--- src/cpu_pkg.sv ---
package cpu_pkg;

    // Data path sizing
    localparam int RW        = 16;
    localparam int REGNO     = 8;
    localparam int REG_SEL_W = 3;

    typedef logic [RW-1:0]        word_t;
    typedef logic [REG_SEL_W-1:0] reg_sel_t;

    // ALU operation select
    localparam int ALU_MODE_W = 3;

    typedef enum logic [ALU_MODE_W-1:0] {
        ALU_ADD    = 3'd0,
        ALU_SUB    = 3'd1,
        ALU_AND    = 3'd2,
        ALU_OR     = 3'd3,
        ALU_XOR    = 3'd4,
        ALU_SHL    = 3'd5,
        ALU_SHR    = 3'd6,
        ALU_PASS_R = 3'd7
    } alu_mode_t;

    // Flag vector layout
    localparam int FLAG_CNT = 5;
    localparam int FLAG_C   = 0;
    localparam int FLAG_Z   = 1;
    localparam int FLAG_N   = 2;
    localparam int FLAG_O   = 3;
    localparam int FLAG_P   = 4;

    typedef logic [FLAG_CNT-1:0] flags_t;

    // Jump condition codes
    // Upper bit marks a jump instruction, low bits pick the condition
    localparam int JUMP_CODE_W = 5;
    localparam int JUMP_EN_BIT = 4;

    typedef enum logic [JUMP_CODE_W-1:0] {
        JC_NONE   = 5'b00000,
        JC_UNCOND = 5'b10000,
        JC_CARRY  = 5'b10001,
        JC_EQUAL  = 5'b10010,
        JC_LT     = 5'b10011,
        JC_GT     = 5'b10100,
        JC_LE     = 5'b10101,
        JC_GE     = 5'b10110,
        JC_NE     = 5'b10111,
        JC_OVF    = 5'b11000,
        JC_PAR    = 5'b11001
    } jump_code_t;

    // Program counter value out of reset
    localparam word_t PC_RESET = 16'h0000;

endpackage

--- src/exec_ctrl_if.sv ---
`timescale 1ns/100ps

interface exec_ctrl_if import cpu_pkg::*; ();

    // Register file write, already qualified by valid
    logic   rf_we;

    // Stored flags and gated carry enable for the ALU
    flags_t flags_q;
    logic   carry_en;

    // Program counter controls
    logic   pc_inc;
    logic   pc_load;

    modport ctrl (
        output rf_we,
        output flags_q,
        output carry_en,
        output pc_inc,
        output pc_load
    );

    modport rf (
        input rf_we
    );

    modport alu (
        input flags_q,
        input carry_en
    );

    modport pc (
        input pc_inc,
        input pc_load
    );

endinterface

--- src/reg_file.sv ---
`timescale 1ns/100ps

module reg_file import cpu_pkg::*; (
    input  logic            i_clk,
    input  logic            i_rst_n,

    exec_ctrl_if.rf         ctl,

    // Operand read selects
    input  reg_sel_t        i_l_sel,
    input  reg_sel_t        i_r_sel,

    // Write port
    input  reg_sel_t        i_w_sel,
    input  word_t           i_wdata,

    // Debug read port
    input  reg_sel_t        i_dbg_sel,

    output word_t           o_l_data,
    output word_t           o_r_data,
    output word_t           o_dbg_data
);

    word_t regs [REGNO];

    // Single write port, all entries clear on reset
    always_ff @(posedge i_clk) begin
        if (!i_rst_n) begin
            for (int i = 0; i < REGNO; i++) begin
                regs[i] <= '0;
            end
        end else if (ctl.rf_we) begin
            regs[i_w_sel] <= i_wdata;
        end
    end

    // Reads are combinational with no write bypass
    // A read in the write cycle sees the old contents
    assign o_l_data   = regs[i_l_sel];
    assign o_r_data   = regs[i_r_sel];
    assign o_dbg_data = regs[i_dbg_sel];

endmodule

--- src/alu.sv ---
`timescale 1ns/100ps

module alu import cpu_pkg::*; (
    exec_ctrl_if.alu        ctl,

    input  word_t           i_l,
    input  word_t           i_r,
    input  alu_mode_t       i_mode,

    output word_t           o_result,
    output flags_t          o_flags
);

    logic        carry_in;
    logic [RW:0] sum_ext;
    word_t       result;
    logic        carry;
    logic        overflow;

    // Stored carry feeds ADD only when enabled
    assign carry_in = ctl.flags_q[FLAG_C] & ctl.carry_en;

    always_comb begin
        sum_ext  = '0;
        result   = '0;
        carry    = 1'b0;
        overflow = 1'b0;

        case (i_mode)
            ALU_ADD: begin
                sum_ext  = {1'b0, i_l} + {1'b0, i_r} + {{RW{1'b0}}, carry_in};
                result   = sum_ext[RW-1:0];
                carry    = sum_ext[RW];
                overflow = (i_l[RW-1] == i_r[RW-1]) && (result[RW-1] != i_l[RW-1]);
            end
            ALU_SUB: begin
                // l + ~r + 1, so carry out means no borrow
                sum_ext  = {1'b0, i_l} + {1'b0, ~i_r} + {{RW{1'b0}}, 1'b1};
                result   = sum_ext[RW-1:0];
                carry    = sum_ext[RW];
                overflow = (i_l[RW-1] != i_r[RW-1]) && (result[RW-1] != i_l[RW-1]);
            end
            ALU_AND: begin
                result = i_l & i_r;
            end
            ALU_OR: begin
                result = i_l | i_r;
            end
            ALU_XOR: begin
                result = i_l ^ i_r;
            end
            ALU_SHL: begin
                // Left operand shifted by one, msb falls into carry
                result = {i_l[RW-2:0], 1'b0};
                carry  = i_l[RW-1];
            end
            ALU_SHR: begin
                // Logical shift, lsb falls into carry
                result = {1'b0, i_l[RW-1:1]};
                carry  = i_l[0];
            end
            ALU_PASS_R: begin
                result = i_r;
            end
            default: begin
                result = '0;
            end
        endcase
    end

    assign o_result = result;

    always_comb begin
        o_flags         = '0;
        o_flags[FLAG_C] = carry;
        o_flags[FLAG_Z] = (result == '0);
        o_flags[FLAG_N] = result[RW-1];
        o_flags[FLAG_O] = overflow;
        // Set when the result holds an even number of ones
        o_flags[FLAG_P] = ~^result;
    end

endmodule

--- src/prog_counter.sv ---
`timescale 1ns/100ps

module prog_counter import cpu_pkg::*; (
    input  logic            i_clk,
    input  logic            i_rst_n,

    exec_ctrl_if.pc         ctl,

    // Jump target from the ALU result
    input  word_t           i_target,

    output word_t           o_pc
);

    word_t pc_q;

    // Load wins over increment
    always_ff @(posedge i_clk) begin
        if (!i_rst_n) begin
            pc_q <= PC_RESET;
        end else if (ctl.pc_load) begin
            pc_q <= i_target;
        end else if (ctl.pc_inc) begin
            pc_q <= pc_q + word_t'(1);
        end
    end

    assign o_pc = pc_q;

endmodule

--- src/exec_control.sv ---
`timescale 1ns/100ps

module exec_control import cpu_pkg::*; (
    input  logic            i_clk,
    input  logic            i_rst_n,

    // Pipeline handshake
    input  logic            i_submit,
    input  logic            i_flush,

    // Decoded controls for this instruction
    input  logic            i_pc_inc,
    input  logic            i_rf_we,
    input  logic            i_carry_en,
    input  logic            i_flags_we,
    input  logic            i_jmp_predict,
    input  jump_code_t      i_jump_code,

    // Fresh flags from the ALU
    input  flags_t          i_alu_flags,

    output logic            o_valid,
    output logic            o_flush,

    exec_ctrl_if.ctrl       ctl
);

    logic   valid;
    logic   jump_present;
    logic   jump_taken;
    logic   mispredict;
    flags_t flags_q;

    // Bubbles and flushed slots must not touch any state
    assign valid   = i_submit & ~i_flush;
    assign o_valid = valid;

    // Any code with the top bit set counts as a jump,
    // unknown conditions simply resolve as not taken
    assign jump_present = i_jump_code[JUMP_EN_BIT];

    // Conditions use the flags stored by earlier instructions
    always_comb begin
        case (i_jump_code)
            JC_UNCOND: jump_taken = 1'b1;
            JC_CARRY:  jump_taken = flags_q[FLAG_C];
            JC_EQUAL:  jump_taken = flags_q[FLAG_Z];
            JC_LT:     jump_taken = flags_q[FLAG_N];
            JC_GT:     jump_taken = ~(flags_q[FLAG_N] | flags_q[FLAG_Z]);
            JC_LE:     jump_taken = flags_q[FLAG_N] | flags_q[FLAG_Z];
            JC_GE:     jump_taken = ~flags_q[FLAG_N];
            JC_NE:     jump_taken = ~flags_q[FLAG_Z];
            JC_OVF:    jump_taken = flags_q[FLAG_O];
            JC_PAR:    jump_taken = flags_q[FLAG_P];
            default:   jump_taken = 1'b0;
        endcase
    end

    assign mispredict = valid & jump_present & (jump_taken ^ i_jmp_predict);

    // Gated controls toward the datapath
    assign ctl.rf_we    = i_rf_we & valid;
    assign ctl.carry_en = i_carry_en & valid;
    assign ctl.flags_q  = flags_q;
    assign ctl.pc_load  = valid & jump_present & jump_taken;
    assign ctl.pc_inc   = valid & (jump_present ? ~jump_taken : i_pc_inc);

    // Flags register
    always_ff @(posedge i_clk) begin
        if (!i_rst_n) begin
            flags_q <= '0;
        end else if (valid && i_flags_we) begin
            flags_q <= i_alu_flags;
        end
    end

    // Flush goes out one cycle after the mispredicted jump
    always_ff @(posedge i_clk) begin
        if (!i_rst_n) begin
            o_flush <= 1'b0;
        end else begin
            o_flush <= mispredict;
        end
    end

endmodule

--- src/exec_stage.sv ---
`timescale 1ns/100ps

module exec_stage import cpu_pkg::*; (
    input  logic            i_clk,
    input  logic            i_rst_n,

    // Pipeline handshake
    input  logic            i_submit,
    input  logic            i_flush,
    output logic            o_flush,

    input  word_t           i_imm,
    input  logic            i_jmp_predict,

    // Decoded instruction controls
    input  logic            i_pc_inc,
    input  logic            i_r_imm,
    input  alu_mode_t       i_alu_mode,
    input  logic            i_carry_en,
    input  logic            i_flags_we,
    input  reg_sel_t        i_l_sel,
    input  reg_sel_t        i_r_sel,
    input  reg_sel_t        i_w_sel,
    input  logic            i_rf_we,
    input  jump_code_t      i_jump_code,

    // Toward fetch
    output logic            o_pc_update,
    output word_t           o_exec_pc,

    // Debug register port
    input  reg_sel_t        i_dbg_sel,
    output word_t           o_dbg_reg
);

    word_t  l_data;
    word_t  r_data;
    word_t  alu_r;
    word_t  alu_result;
    flags_t alu_flags;
    logic   valid;

    exec_ctrl_if ctl_if ();

    exec_control u_control (
        .i_clk         (i_clk),
        .i_rst_n       (i_rst_n),
        .i_submit      (i_submit),
        .i_flush       (i_flush),
        .i_pc_inc      (i_pc_inc),
        .i_rf_we       (i_rf_we),
        .i_carry_en    (i_carry_en),
        .i_flags_we    (i_flags_we),
        .i_jmp_predict (i_jmp_predict),
        .i_jump_code   (i_jump_code),
        .i_alu_flags   (alu_flags),
        .o_valid       (valid),
        .o_flush       (o_flush),
        .ctl           (ctl_if.ctrl)
    );

    reg_file u_rf (
        .i_clk      (i_clk),
        .i_rst_n    (i_rst_n),
        .ctl        (ctl_if.rf),
        .i_l_sel    (i_l_sel),
        .i_r_sel    (i_r_sel),
        .i_w_sel    (i_w_sel),
        .i_wdata    (alu_result),
        .i_dbg_sel  (i_dbg_sel),
        .o_l_data   (l_data),
        .o_r_data   (r_data),
        .o_dbg_data (o_dbg_reg)
    );

    // Right operand is either the immediate or a register
    assign alu_r = i_r_imm ? i_imm : r_data;

    alu u_alu (
        .ctl      (ctl_if.alu),
        .i_l      (l_data),
        .i_r      (alu_r),
        .i_mode   (i_alu_mode),
        .o_result (alu_result),
        .o_flags  (alu_flags)
    );

    // Jump target comes straight from the ALU result
    prog_counter u_pc (
        .i_clk    (i_clk),
        .i_rst_n  (i_rst_n),
        .ctl      (ctl_if.pc),
        .i_target (alu_result),
        .o_pc     (o_exec_pc)
    );

    assign o_pc_update = valid;

endmodule

--- config.mk ---
export PLATFORM = sky130hd
export DESIGN_NAME = exec_stage
export DESIGN_NICKNAME = d
export VERILOG_FILES = /design/src/cpu_pkg.sv /design/src/exec_ctrl_if.sv /design/src/reg_file.sv /design/src/alu.sv /design/src/prog_counter.sv /design/src/exec_control.sv /design/src/exec_stage.sv
export SDC_FILE = /design/constraint.sdc
export NUM_CORES = 1
export LEC_CHECK = 0
export ABC_AREA = 0
export ABC_CLOCK_PERIOD_IN_PS = 6040
export BUFFER_PORTS_ARGS = -buffer_cell sky130_fd_sc_hd__buf_2
export CAP_MARGIN = 5
export CORE_ASPECT_RATIO = 1.4
export CORE_MARGIN = 4
export CORE_UTILIZATION = 35
export CTS_CLUSTER_SIZE = 14
export DETAILED_ROUTE_END_ITERATION = 8
export PLACE_DENSITY_LB_ADDON = 0.12
export SKIP_LAST_GASP = 1
export SLEW_MARGIN = 30
export SYNTH_ARGS = -nofsm -noshare
export SYNTH_HDL_FRONTEND = slang
export SYNTH_SLANG_ARGS = --single-unit
--- constraint.sdc ---
create_clock -name i_clk -period 6.04 [get_ports i_clk]
set_input_delay 0.604 -clock i_clk [delete_from_list [all_inputs] [get_ports i_clk]]
set_output_delay 0.604 -clock i_clk [all_outputs]
set_load 0.02 [all_outputs]
==> results of run 1 <==
[registers in the layout, indices dropped and copies added (netlist names)]
| signal | flops |
|---|---|
| u_control.ctl.flags_q | 5 |
| u_pc.o_pc | 16 |
| u_control.o_flush | 1 |
| u_rf.regs | 128 |
[critical path, cell delays in order]
cell,delay (ps)
buf_2,250
mux4_2,530
mux2i_1,200
nor2_1,70
a21oi_1,220
inv_1,140
fa_1,470
fa_1,510
a211oi_1,370
o21bai_1,180
a21oi_1,360
o31ai_1,240
a31o_2,260
a222oi_1,270
o21a_1,200
ha_1,240
xnor2_1,200
xnor2_1,150
xnor2_1,140
nand2_1,70
a21oi_1,130
[routing by layer]
layer,global-route usage [%],wire length (microns)
met1,27.7,16300
met2,41.9,22100
met5,0,0
met4,8.12,1380
met3,3.22,2250
[layout make-up]
class | count | area, sq um | share of cell area [%]
clock buffer | 20 | 437 | 3.25
clock inverter | 12 | 183 | 1.36
inverter | 55 | 206 | 1.54
multi-input combinational | 834 | 6990 | 52.1
sequential | 150 | 4280 | 31.9
tap | 445 | 557 | 4.15
timing repair buffer | 127 | 768 | 5.72
[metrics by stage]
step	worst slack [ps]	cell area [sq um]	utilization (%)	cells
2_1_floorplan	354	11800	-	1115
3_3_place_gp	247	12800	38.5	1611
3_5_place_dp	188	12800	38.5	1611
4_1_cts	623	13400	40.4	1643
5_1_grt	174	13400	40.4	1643
6_report	585	13400	40.4	1643
[power by group]
part           switching, mW  leakage [nW]  internal (mW)
sequential            0.0339          1.50           1.16
clock                  0.421         0.306          0.726
combinational          0.653          3.51          0.430
[cells by family after synthesis]
group,count (synthesis),synth area share (%)
AOI/OAI and AO/OA,251,14.9
xor gates and xnor gates,18,1.34
adders and majority gates,61,6.65
buffers and inverters,131,4.53
DFF,150,36.4
muxes,148,23.0
and+or+nand+nor,356,13.2
[cells in the final DEF, fill, tap and decap left out, types with 6 or more instances in the layout]
| master | n |
|---|---|
| or3_1 | 6 |
| nor3_1 | 15 |
| a211o_1 | 7 |
| o221ai_1 | 11 |
| clkbuf_16 | 17 |
| buf_4 | 47 |
| a21oi_1 | 51 |
| o211ai_1 | 11 |
| o22ai_1 | 21 |
| a31oi_1 | 6 |
| a21o_1 | 11 |
| mux2i_1 | 32 |
| a211oi_1 | 16 |
| ha_1 | 57 |
| o21a_1 | 6 |
| nand2_2 | 7 |
| buf_2 | 79 |
| xnor2_1 | 17 |
| and3_1 | 8 |
| mux2_2 | 19 |
| nor2b_1 | 13 |
| nand3_1 | 19 |
| o21ai_0 | 44 |
| nand2_1 | 56 |
| o21bai_1 | 8 |
| dfxtp_1 | 22 |
| inv_1 | 54 |
| and2_1 | 11 |
| nor2_1 | 196 |
| nand2b_1 | 8 |
| mux4_2 | 96 |
| edfxtp_1 | 128 |
[final timing paths]
kind | from | endpoint
worst max-delay path | i_r_sel[0] | u_control.ctl.flags_q[4]
worst min-delay path | i_jmp_predict | u_control.o_flush
worst max register to register | u_rf.regs[7][0] | u_control.ctl.flags_q[4]
worst min register to register | u_control.ctl.flags_q[2] | u_control.ctl.flags_q[2]
==> summary.md, run 1 <==
| Metric | Value |
|---|---|
| Fillers | `3292` |
| Setup-failing EPs final | `0` |
| VDD IR-drop max | `0.188 mV` |
| Vias per cell | `between 5 and 6` |
| Final GP Congestion | `~0.90` |
| Rel. slew slack | `roughly 33%` |
| Minimum clock period | `5460 ps` |
| Number of diodes | `0` |
| Syn nets | `roughly 1200` |
| CTS max path bufs | `2` |
| Tot Pwr | `around 3.4 mW` |
| CTS buffer count | `17` |
| Status | `complete, no violations` |
| Syn. warnings | `0` |
| H-tree depth | `4` |
| Total die area | `0.0367 sq mm` |
| Core area | `0.0332 sq mm` |
| Leak | `5.32 nW` |
| Crit start category | `input pin` |
| Layout Skew | `~11 ps` |
| Synth top area cells | `edfxtp_1 33%, mux4_2 18%, nor2_1 6.2%, ha_1 6.1%, dfxtp_1 3.7%` |
| Routed wire length | `about 42000 microns` |
| Number of global-route vias before repair | `around 9900` |
| Setup bufs post-CTS | `0` |
| Post-CTS sizing | `0` |
| Count leader, synth | `nor2_1` |
| FMAX | `roughly 0.18 GHz` |
| Num ports | `80` |
| GRT Total Usage | `between 20% and 30%` |
| CTS root buf | `clkbuf_16` |
| Worst skew pair latency | `430 ps` |
| Hold WS | `438 ps` |
| Die width | `around 160 microns` |
| Largest net degree at the start of global routing | `40` |
| Starting density of the core | `35.5%` |
| Layout cells sized above 1 | `24.9%` |
| Cells on Worst Hold Path | `3` |
| Final hold viol count | `0` |
| Hold Path Class | `input pin to flop` |
| First-pass GRT wire length | `around 63000 microns` |
| Count of cell types in the netlist | `a little under 80` |
| # DRC | `0` |
| Crit. End Element | `flop` |
| Initial antenna violation count | `0` |
| EDFF count, synth | `about 130` |
| NumNets Final | `about 1300` |
| HPWL Detailed | `about 30000 microns` |
| Crit path kind | `input pin to flop` |
| Port Buffer Count | `79` |
| DRT antenna net count | `0` |
| R2R Setup Slk | `roughly 650 ps` |
| Final cycle utilization of the critical path | `90.3%` |
| WL/cell | `approximately 26 microns` |
| Max-cap viol count | `0` |
| Worst Max-Slew Pin Slew | `~1000 ps` |
| Pwr dens | `approximately 260 mW/mm^2` |
| # rows | `79` |
| Clock slew at reported path FFs | `about 60 ps` |
| CTS tree | `done` |
| Required @ worst endpoint | `about 6400 ps` |
| Cts hold-fix bufs | `0` |
| Vias | `just under 10000` |
| Post-Syn Area | `0.0118 sq mm` |
| Top cell type by total area after synthesis | `edfxtp_1` |
| Router iterations before antenna repair | `5` |
| Data arrival, critical path | `5810 ps` |
| Flops & latches, synth | `150` |
| Fin. max-slew vios | `0` |
| Area grow syn2layout | `14.0%` |
| Post-synthesis sequential area ratio | `a little over a third` |
| CP max FO | `7` |
| Synth cell count leaders | `196 x nor2_1, 128 x edfxtp_1, 96 x mux4_2, 63 x nand2_1, 57 x ha_1` |
| Grt ovf | `0` |
| Synthesized instance count | `around 1100` |
| Ys flop type | `edfxtp_1` |
| RSZ-0062 raised after global routing | `false` |
| Setup TNS | `0 ps` |
| Die height | `roughly 230 microns` |
| # clock sinks | `150` |
| Ys async rst share | `0%` |
| Syn Area/Cell | `about 11 sq um` |
| R2r worst-path depth | `20` |
| Yosys top cell area share | `about a third` |
| Detailed router's first-iteration violation count | `between 800 and 900` |
No activity file was read; power rests on OpenSTA's default activity.
==> inputs of run 2 (changes only) <==
RECOVER_POWER = 100   (was default)
==> run 2 against run 1 <==
The run now ends with max-capacitance violations, max-slew violations left. Sequential power about the same. Count of clock-buffer cells in the layout unchanged. Fmax increased by 0.42%. Critical path depth unchanged. Design area decreased by 1.5%. Highest routed layer unchanged. Hold slack got worse by 0.73 ps. Wire length about the same. Sequential cell count unchanged.
==> summary.md, run 2 (synthesis gave the netlist of run 1 again) <==
| Metric | Value |
|---|---|
| Vias per cell | `5.92 (about the same)` |
| Max reg flops | `128 (unchanged)` |
| # clock sinks | `150 (unchanged)` |
| Cts hold-fix bufs | `0 (unchanged)` |
| Net Sw Frac | `32.4% (+0.11 points)` |
| DRT antenna net count | `0 (unchanged)` |
| WL/cell | `25.6 microns (about the same)` |
| Leak | `5.11 nW (-3.9%)` |
| Grt ovf | `0 (unchanged)` |
| Num ports | `80 (unchanged)` |
| R2r worst-path depth | `20 (unchanged)` |
| Worst skew pair latency | `440 ps (about the same)` |
| Hold Path Class | `input pin to flop` |
| Worst R2R End | `u_control.ctl.flags_q[4]` |
| Failing checks | `max-capacitance violations, max-slew violations` |
| RSZ-0062 raised after global routing | `false` |
| Die width | `163 microns (unchanged)` |
| Commonest non-fill, non-tap cell in the layout | `nor2_1` |
| Minimum clock period | `5430 ps (-23.1 ps)` |
| Cells on Worst Hold Path | `3 (unchanged)` |
| Status | `finished with violations` |
| Vias | `9719 (-0.072%)` |
| Starting density of the core | `35.5% (unchanged)` |
| Sequential power share | `35.4% (+0.5 points)` |
| Post-CTS sizing | `0 (unchanged)` |
| Initial antenna violation count | `0 (unchanged)` |
| Net Switching | `1.10 mW (-0.84%)` |
| Setup-failing EPs final | `0 (unchanged)` |
| CP Buf/Inv Count | `2 (unchanged)` |
| CTS max path bufs | `2 (unchanged)` |
| GR Util met1 | `27.7% (unchanged)` |
| Delay-heaviest family, CP | `compound AO/OA/AOI/OAI gates` |
| Placed Area | `0.0128 sq mm (unchanged)` |
| Setup bufs post-CTS | `0 (unchanged)` |
| Clock slew at reported path FFs | `60 ps (about the same)` |
| Router iterations before antenna repair | `5 (unchanged)` |
| Largest stage delay, worst path | `530 ps (about the same)` |
| Data arrival, critical path | `5790 ps (-20 ps)` |
| Required @ worst endpoint | `6390 ps (about the same)` |
| NumNets Final | `1291 (unchanged)` |
| GRT Total Usage | `23.0% (unchanged)` |
| Worst Max-Slew Pin Slew | `2980 ps (+1980 ps)` |
| First-pass GRT wire length | `62800 microns (unchanged)` |
| Final GP Congestion | `0.901 (unchanged)` |
| Crit path kind | `input pin to flop` |
| Setup TNS | `0 ps (unchanged)` |
| Max-cap viol count | `3 (+3)` |
| Number of global-route vias before repair | `9880 (unchanged)` |
| # DRC | `0 (unchanged)` |
| Number of cells in the finished layout apart from fillers | `1643 (unchanged)` |
| Hold WS | `438 ps (-0.727 ps)` |
| Final cycle utilization of the critical path | `89.9% (-0.38 points)` |
| Met2 Use GR | `41.9% (unchanged)` |
| Crit-path slowest cell | `mux4_2` |
| VDD IR-drop max | `0.189 mV (+0.55%)` |
| R2R Setup Slk | `670 ps (+20 ps)` |
| Fin. max-slew vios | `60 (+60)` |
| Worst reg2reg path startpoint | `u_rf.regs[7][0]` |
| Largest net degree at the start of global routing | `40 (unchanged)` |
| Clk network pwr share | `33.9% (+0.4 points)` |
| Layout Skew | `10.9 ps (+0.359 ps)` |
| WHS Endpoint | `u_control.o_flush` |
| Final hold viol count | `0 (unchanged)` |
| Rel. slew slack | `-98.7% (-130 points)` |
| Cell total after placement | `1611 (unchanged)` |
| H-tree depth | `4 (unchanged)` |
| CTS tree | `done` |
| FMAX | `0.184 GHz (+0.42%)` |
| Area grow syn2layout | `12.3%` |
| CP Depth | `21 (unchanged)` |
| Detailed router's first-iteration violation count | `779 (-4.1%)` |
| Crit. End Element | `flop` |
| Internal power | `2.29 mW (-1.4%)` |
| Number of diodes | `0 (unchanged)` |
| Worst slack, placed | `188 ps (unchanged)` |
| Top reg by flops | `u_rf.regs` |
| Crit start category | `input pin` |
| Core area | `0.0332 sq mm (unchanged)` |
| Busiest grt layer | `met2` |
| Comb pwr share | `30.7% (-0.9 points)` |
| HP Start | `i_jmp_predict` |
| Routed wire length | `42000 microns (about the same)` |
| Most frequent cells in the layout | `196 x nor2_1, 128 x edfxtp_1, 96 x mux4_2, 63 x nand2_1` |
| CTS root buf | `clkbuf_16` |
| Layout cells sized above 1 | `18.7% (-6.2 points)` |
| Die height | `225 microns (unchanged)` |
| CTS buffer count | `17 (unchanged)` |
| Port Buffer Count | `79 (unchanged)` |
| Met3 Use GR | `3.22% (unchanged)` |
| CP max FO | `7 (unchanged)` |
| Slack of the critical path | `608 ps (+23.1 ps)` |
| Fillers | `3337 (+1.4%)` |
| Tot Pwr | `3.39 mW (-1.2%)` |
| HPWL Detailed | `30200 microns (unchanged)` |
| Total die area | `0.0367 sq mm (unchanged)` |
| Crit-path cells | `buf_2, mux4_2, mux2i_1, nor2_1, a21oi_1, inv_1, fa_1, fa_1, a211oi_1, o21bai_1, a21oi_1, o31ai_1, a31o_2, a222oi_1, o21a_1, ha_1, xnor2_1, xnor2_1, xnor2_1, nand2_1, a21oi_1` |
| Final instance area | `0.0132 sq mm (-1.5%)` |
| Final Util | `39.8% (-0.59 points)` |
| # rows | `79 (unchanged)` |
| Pwr dens | `256 mW/mm^2 (+0.27%)` |
run 2: power groups by stage:
stage               clock network [mW]  registers, mW  logic, mW
detailed placement                   0           1.22       1.08
global route                      1.21           1.20       1.13
floorplan                            0           1.21      0.730
finish                            1.15           1.20       1.04
global placement                     0           1.22       1.08
CTS                               1.16           1.20       1.08
run 2: final cells by class:
class,count,area (sq um),share of cell area (%)
repair buffers,127,638,4.82
multi-input cells,834,6920,52.3
clock buffers,20,437,3.30
well taps,445,557,4.21
clock inverters,12,183,1.38
inverters,55,206,1.56
flip-flops and latches,150,4280,32.4
run 2: worst max-delay path by stage:
stage	from	endpoint	slack, ps
after floorplan	i_r_sel[0]	u_control.ctl.flags_q[4]	350
after global placement	i_r_sel[0]	u_control.ctl.flags_q[4]	250
after detailed placement	i_r_sel[0]	u_control.ctl.flags_q[4]	190
after CTS	i_r_sel[0]	u_control.ctl.flags_q[4]	620
after global routing	i_r_sel[0]	u_control.ctl.flags_q[4]	170
final	i_r_sel[0]	u_control.ctl.flags_q[4]	610
run 2: worst min-delay path, cell delays in order:
cell and delay, ps:
buf_2 80, xnor2_1 60, nor2_1 80
run 2: metal layers:
| layer | share of wire (%) | routed length [microns] |
|---|---|---|
| met2 | 53 | 22200 |
| met5 | 0 | 0 |
| met3 | 5.5 | 2310 |
| met4 | 3.5 | 1460 |
| met1 | 38 | 16000 |
==> inputs of run 3 (changes only) <==
REMOVE_ABC_BUFFERS = 1   (was default)
==> run 3 against run 2 <==
The flow still finishes with violations (max-capacitance violations, max-slew violations). Core utilization fell by 0.15 points. Hold slack improved by 15 ps. Fmax fell by 1.7%. Register-to-register slack got worse by 160 ps. Critical path depth fell by 1. Global-route usage fell by 0.19 points. Wire length fell by 1.2%. Via count fell by 0.34%. Sequential cell count did not move. Count of clock-buffer cells in the layout rose by 2. First-iteration DRC count rose by 3.9%.
==> summary.md, run 3 (synthesis gave the netlist of run 1 again) <==
| Metric | Value |
|---|---|
| Layout Skew | `8.19 ps (-2.71 ps)` |
| Cts hold-fix bufs | `0 (unchanged)` |
| DRT antenna net count | `0 (unchanged)` |
| # clock sinks | `150 (unchanged)` |
| Crit-path slowest cell | `fa_1` |
| Comb pwr share | `31.8% (+1.1 points)` |
| Number of global-route vias before repair | `9957 (+0.78%)` |
| Top reg by flops | `u_rf.regs` |
| Clock slew at reported path FFs | `60 ps (about the same)` |
| Starting density of the core | `35.5% (unchanged)` |
| Fillers | `3350 (+0.39%)` |
| Largest stage delay, worst path | `520 ps (about the same)` |
| CP Buf/Inv Count | `2 (unchanged)` |
| CTS root buf | `clkbuf_16` |
| Grt ovf | `0 (unchanged)` |
| Final GP Congestion | `0.910 (+1.0%)` |
| # DRC | `0 (unchanged)` |
| Cell total after placement | `1612 (+0.062%)` |
| H-tree depth | `4 (unchanged)` |
| Delay-heaviest family, CP | `compound AO/OA/AOI/OAI gates` |
| Internal power | `2.19 mW (-4.4%)` |
| Die width | `163 microns (unchanged)` |
| Post-CTS sizing | `0 (unchanged)` |
| Initial antenna violation count | `0 (unchanged)` |
| Fin. max-slew vios | `44 (-27%)` |
| Layout cells sized above 1 | `18.8% (+0.068 points)` |
| Detailed router's first-iteration violation count | `809 (+3.9%)` |
| Area grow syn2layout | `11.9%` |
| Crit path kind | `flop to flop` |
| Number of cells in the finished layout apart from fillers | `1644 (+0.061%)` |
| WL/cell | `25.3 microns (-1.3%)` |
| CTS buffer count | `17 (unchanged)` |
| GRT Total Usage | `22.8% (-0.19 points)` |
| Vias | `9686 (-0.34%)` |
| Status | `finished with violations` |
| R2R Setup Slk | `510 ps (-160 ps)` |
| Failing checks | `max-capacitance violations, max-slew violations` |
| First-pass GRT wire length | `61900 microns (-1.4%)` |
| NumNets Final | `1292 (+0.077%)` |
| Leak | `5.08 nW (-0.52%)` |
| CP max FO | `10 (+3)` |
| Max reg flops | `128 (unchanged)` |
| M1 WL | `15800 microns (-1.5%)` |
| Register area | `0.00428 sq mm (unchanged)` |
| Largest net degree at the start of global routing | `41 (+2.5%)` |
| Pwr dens | `249 mW/mm^2 (-2.9%)` |
| Most frequent cells in the layout | `196 x nor2_1, 128 x edfxtp_1, 96 x mux4_2, 63 x nand2_1` |
| Number of diodes | `0 (unchanged)` |
| Crit-path cells | `mux4_2, mux2i_1, nor2_1, a21oi_1, inv_1, fa_1, fa_1, a211oi_1, o21bai_1, a21oi_1, o22a_1, nor2_1, a221oi_1, clkbuf_1, ha_1, xnor2_1, xnor2_1, xnor2_1, nand2_1, a21oi_1` |
| Vias per cell | `5.89 (-0.40%)` |
| Clk network pwr share | `31.6% (-2.3 points)` |
| CTS max path bufs | `2 (unchanged)` |
| HPWL Detailed | `29600 microns (-2.0%)` |
| Final cycle utilization of the critical path | `91.5% (+1.6 points)` |
| Routed wire length | `41500 microns (-1.2%)` |
| Commonest non-fill, non-tap cell in the layout | `nor2_1` |
| # rows | `79 (unchanged)` |
| Rel. slew slack | `-55.9% (+43 points)` |
| Met3 wire len | `2410 microns (+4.4%)` |
| FMAX | `0.181 GHz (-1.7%)` |
| Worst skew pair latency | `430 ps (about the same)` |
| Total die area | `0.0367 sq mm (unchanged)` |
| Num ports | `80 (unchanged)` |
| VDD IR-drop max | `0.148 mV (-22%)` |
| Placed Area | `0.0128 sq mm (+0.12%)` |
| Hold WS | `453 ps (+15.0 ps)` |
| Worst Max-Slew Pin Slew | `2340 ps (-642 ps)` |
| Setup TNS | `0 ps (unchanged)` |
| Die height | `225 microns (unchanged)` |
| RSZ-0062 raised after global routing | `false` |
| Net Sw Frac | `33.2% (+0.79 points)` |
| Final hold viol count | `0 (unchanged)` |
| Core area | `0.0332 sq mm (unchanged)` |
| Max-cap viol count | `2 (-1)` |
| Port Buffer Count | `79 (unchanged)` |
| Max Used Layer | `met4` |
| Data arrival, critical path | `5880 ps (+90 ps)` |
| Final instance area | `0.0132 sq mm (-0.38%)` |
| Net Switching | `1.09 mW (-0.92%)` |
| CTS tree | `done` |
| Tot Pwr | `3.28 mW (-3.3%)` |
| Crit start category | `flop` |
| Crit. End Element | `flop` |
| Sequential power share | `36.6% (+1.2 points)` |
| Setup bufs post-CTS | `0 (unchanged)` |
| Minimum clock period | `5530 ps (+95.3 ps)` |
| Router iterations before antenna repair | `5 (unchanged)` |
| Footprint of the multi-input gates | `0.00692 sq mm (about the same)` |
| Setup-failing EPs final | `0 (unchanged)` |
| Hold Path Class | `input pin to flop` |
| Required @ worst endpoint | `6390 ps (about the same)` |
| Routed wl met2 | `21600 microns (-2.8%)` |
==> run 3: final timing paths <==
check                            from                       end  depth (start not counted)
max                   u_rf.regs[7][0]  u_control.ctl.flags_q[4]                         20
min                     i_jmp_predict         u_control.o_flush                          3
max reg2reg           u_rf.regs[7][0]  u_control.ctl.flags_q[4]                         20
min reg2reg  u_control.ctl.flags_q[2]  u_control.ctl.flags_q[2]                          2
==> run 3: layer usage <==
| layer | global-route usage (%) | up-vias |
|---|---|---|
| met5 | 0 | - |
| met4 | 9.15 | 0 |
| met3 | 4.10 | 81 |
| met2 | 40.3 | 369 |
| met1 | 27.4 | 4861 |
| li1 | - | 4375 |
==> run 3: final cells by class <==
type | count | area share [%]
multi-input combinational | 834 | 52.5
sequential | 150 | 32.5
timing repair buffer | 128 | 4.90
tap | 445 | 4.23
clock buffer | 22 | 3.52
inverter | 55 | 1.57
clock inverter | 10 | 0.788
==> run 3: stage by stage <==
step	worst slack, ps	utilization, %
floorplan	1010	-
global placement	410	38.5
detailed placement	372	38.6
CTS	644	40.3
global route	113	39.7
finish	513	39.7
==> run 3: power by group through the flow <==
stage	Sequential, mW	Combinational, mW	Clock (mW)
final	1.20	1.04	1.04
after global routing	1.20	1.13	1.10
after CTS	1.20	1.08	1.05
after detailed placement	1.22	1.08	0
after global placement	1.22	1.08	0
after floorplan	1.21	0.680	0
==> run 3: worst min-delay path, cell delays in order <==
cell	delay, ps
buf_2	80
xnor2_1	100
nor2_1	40
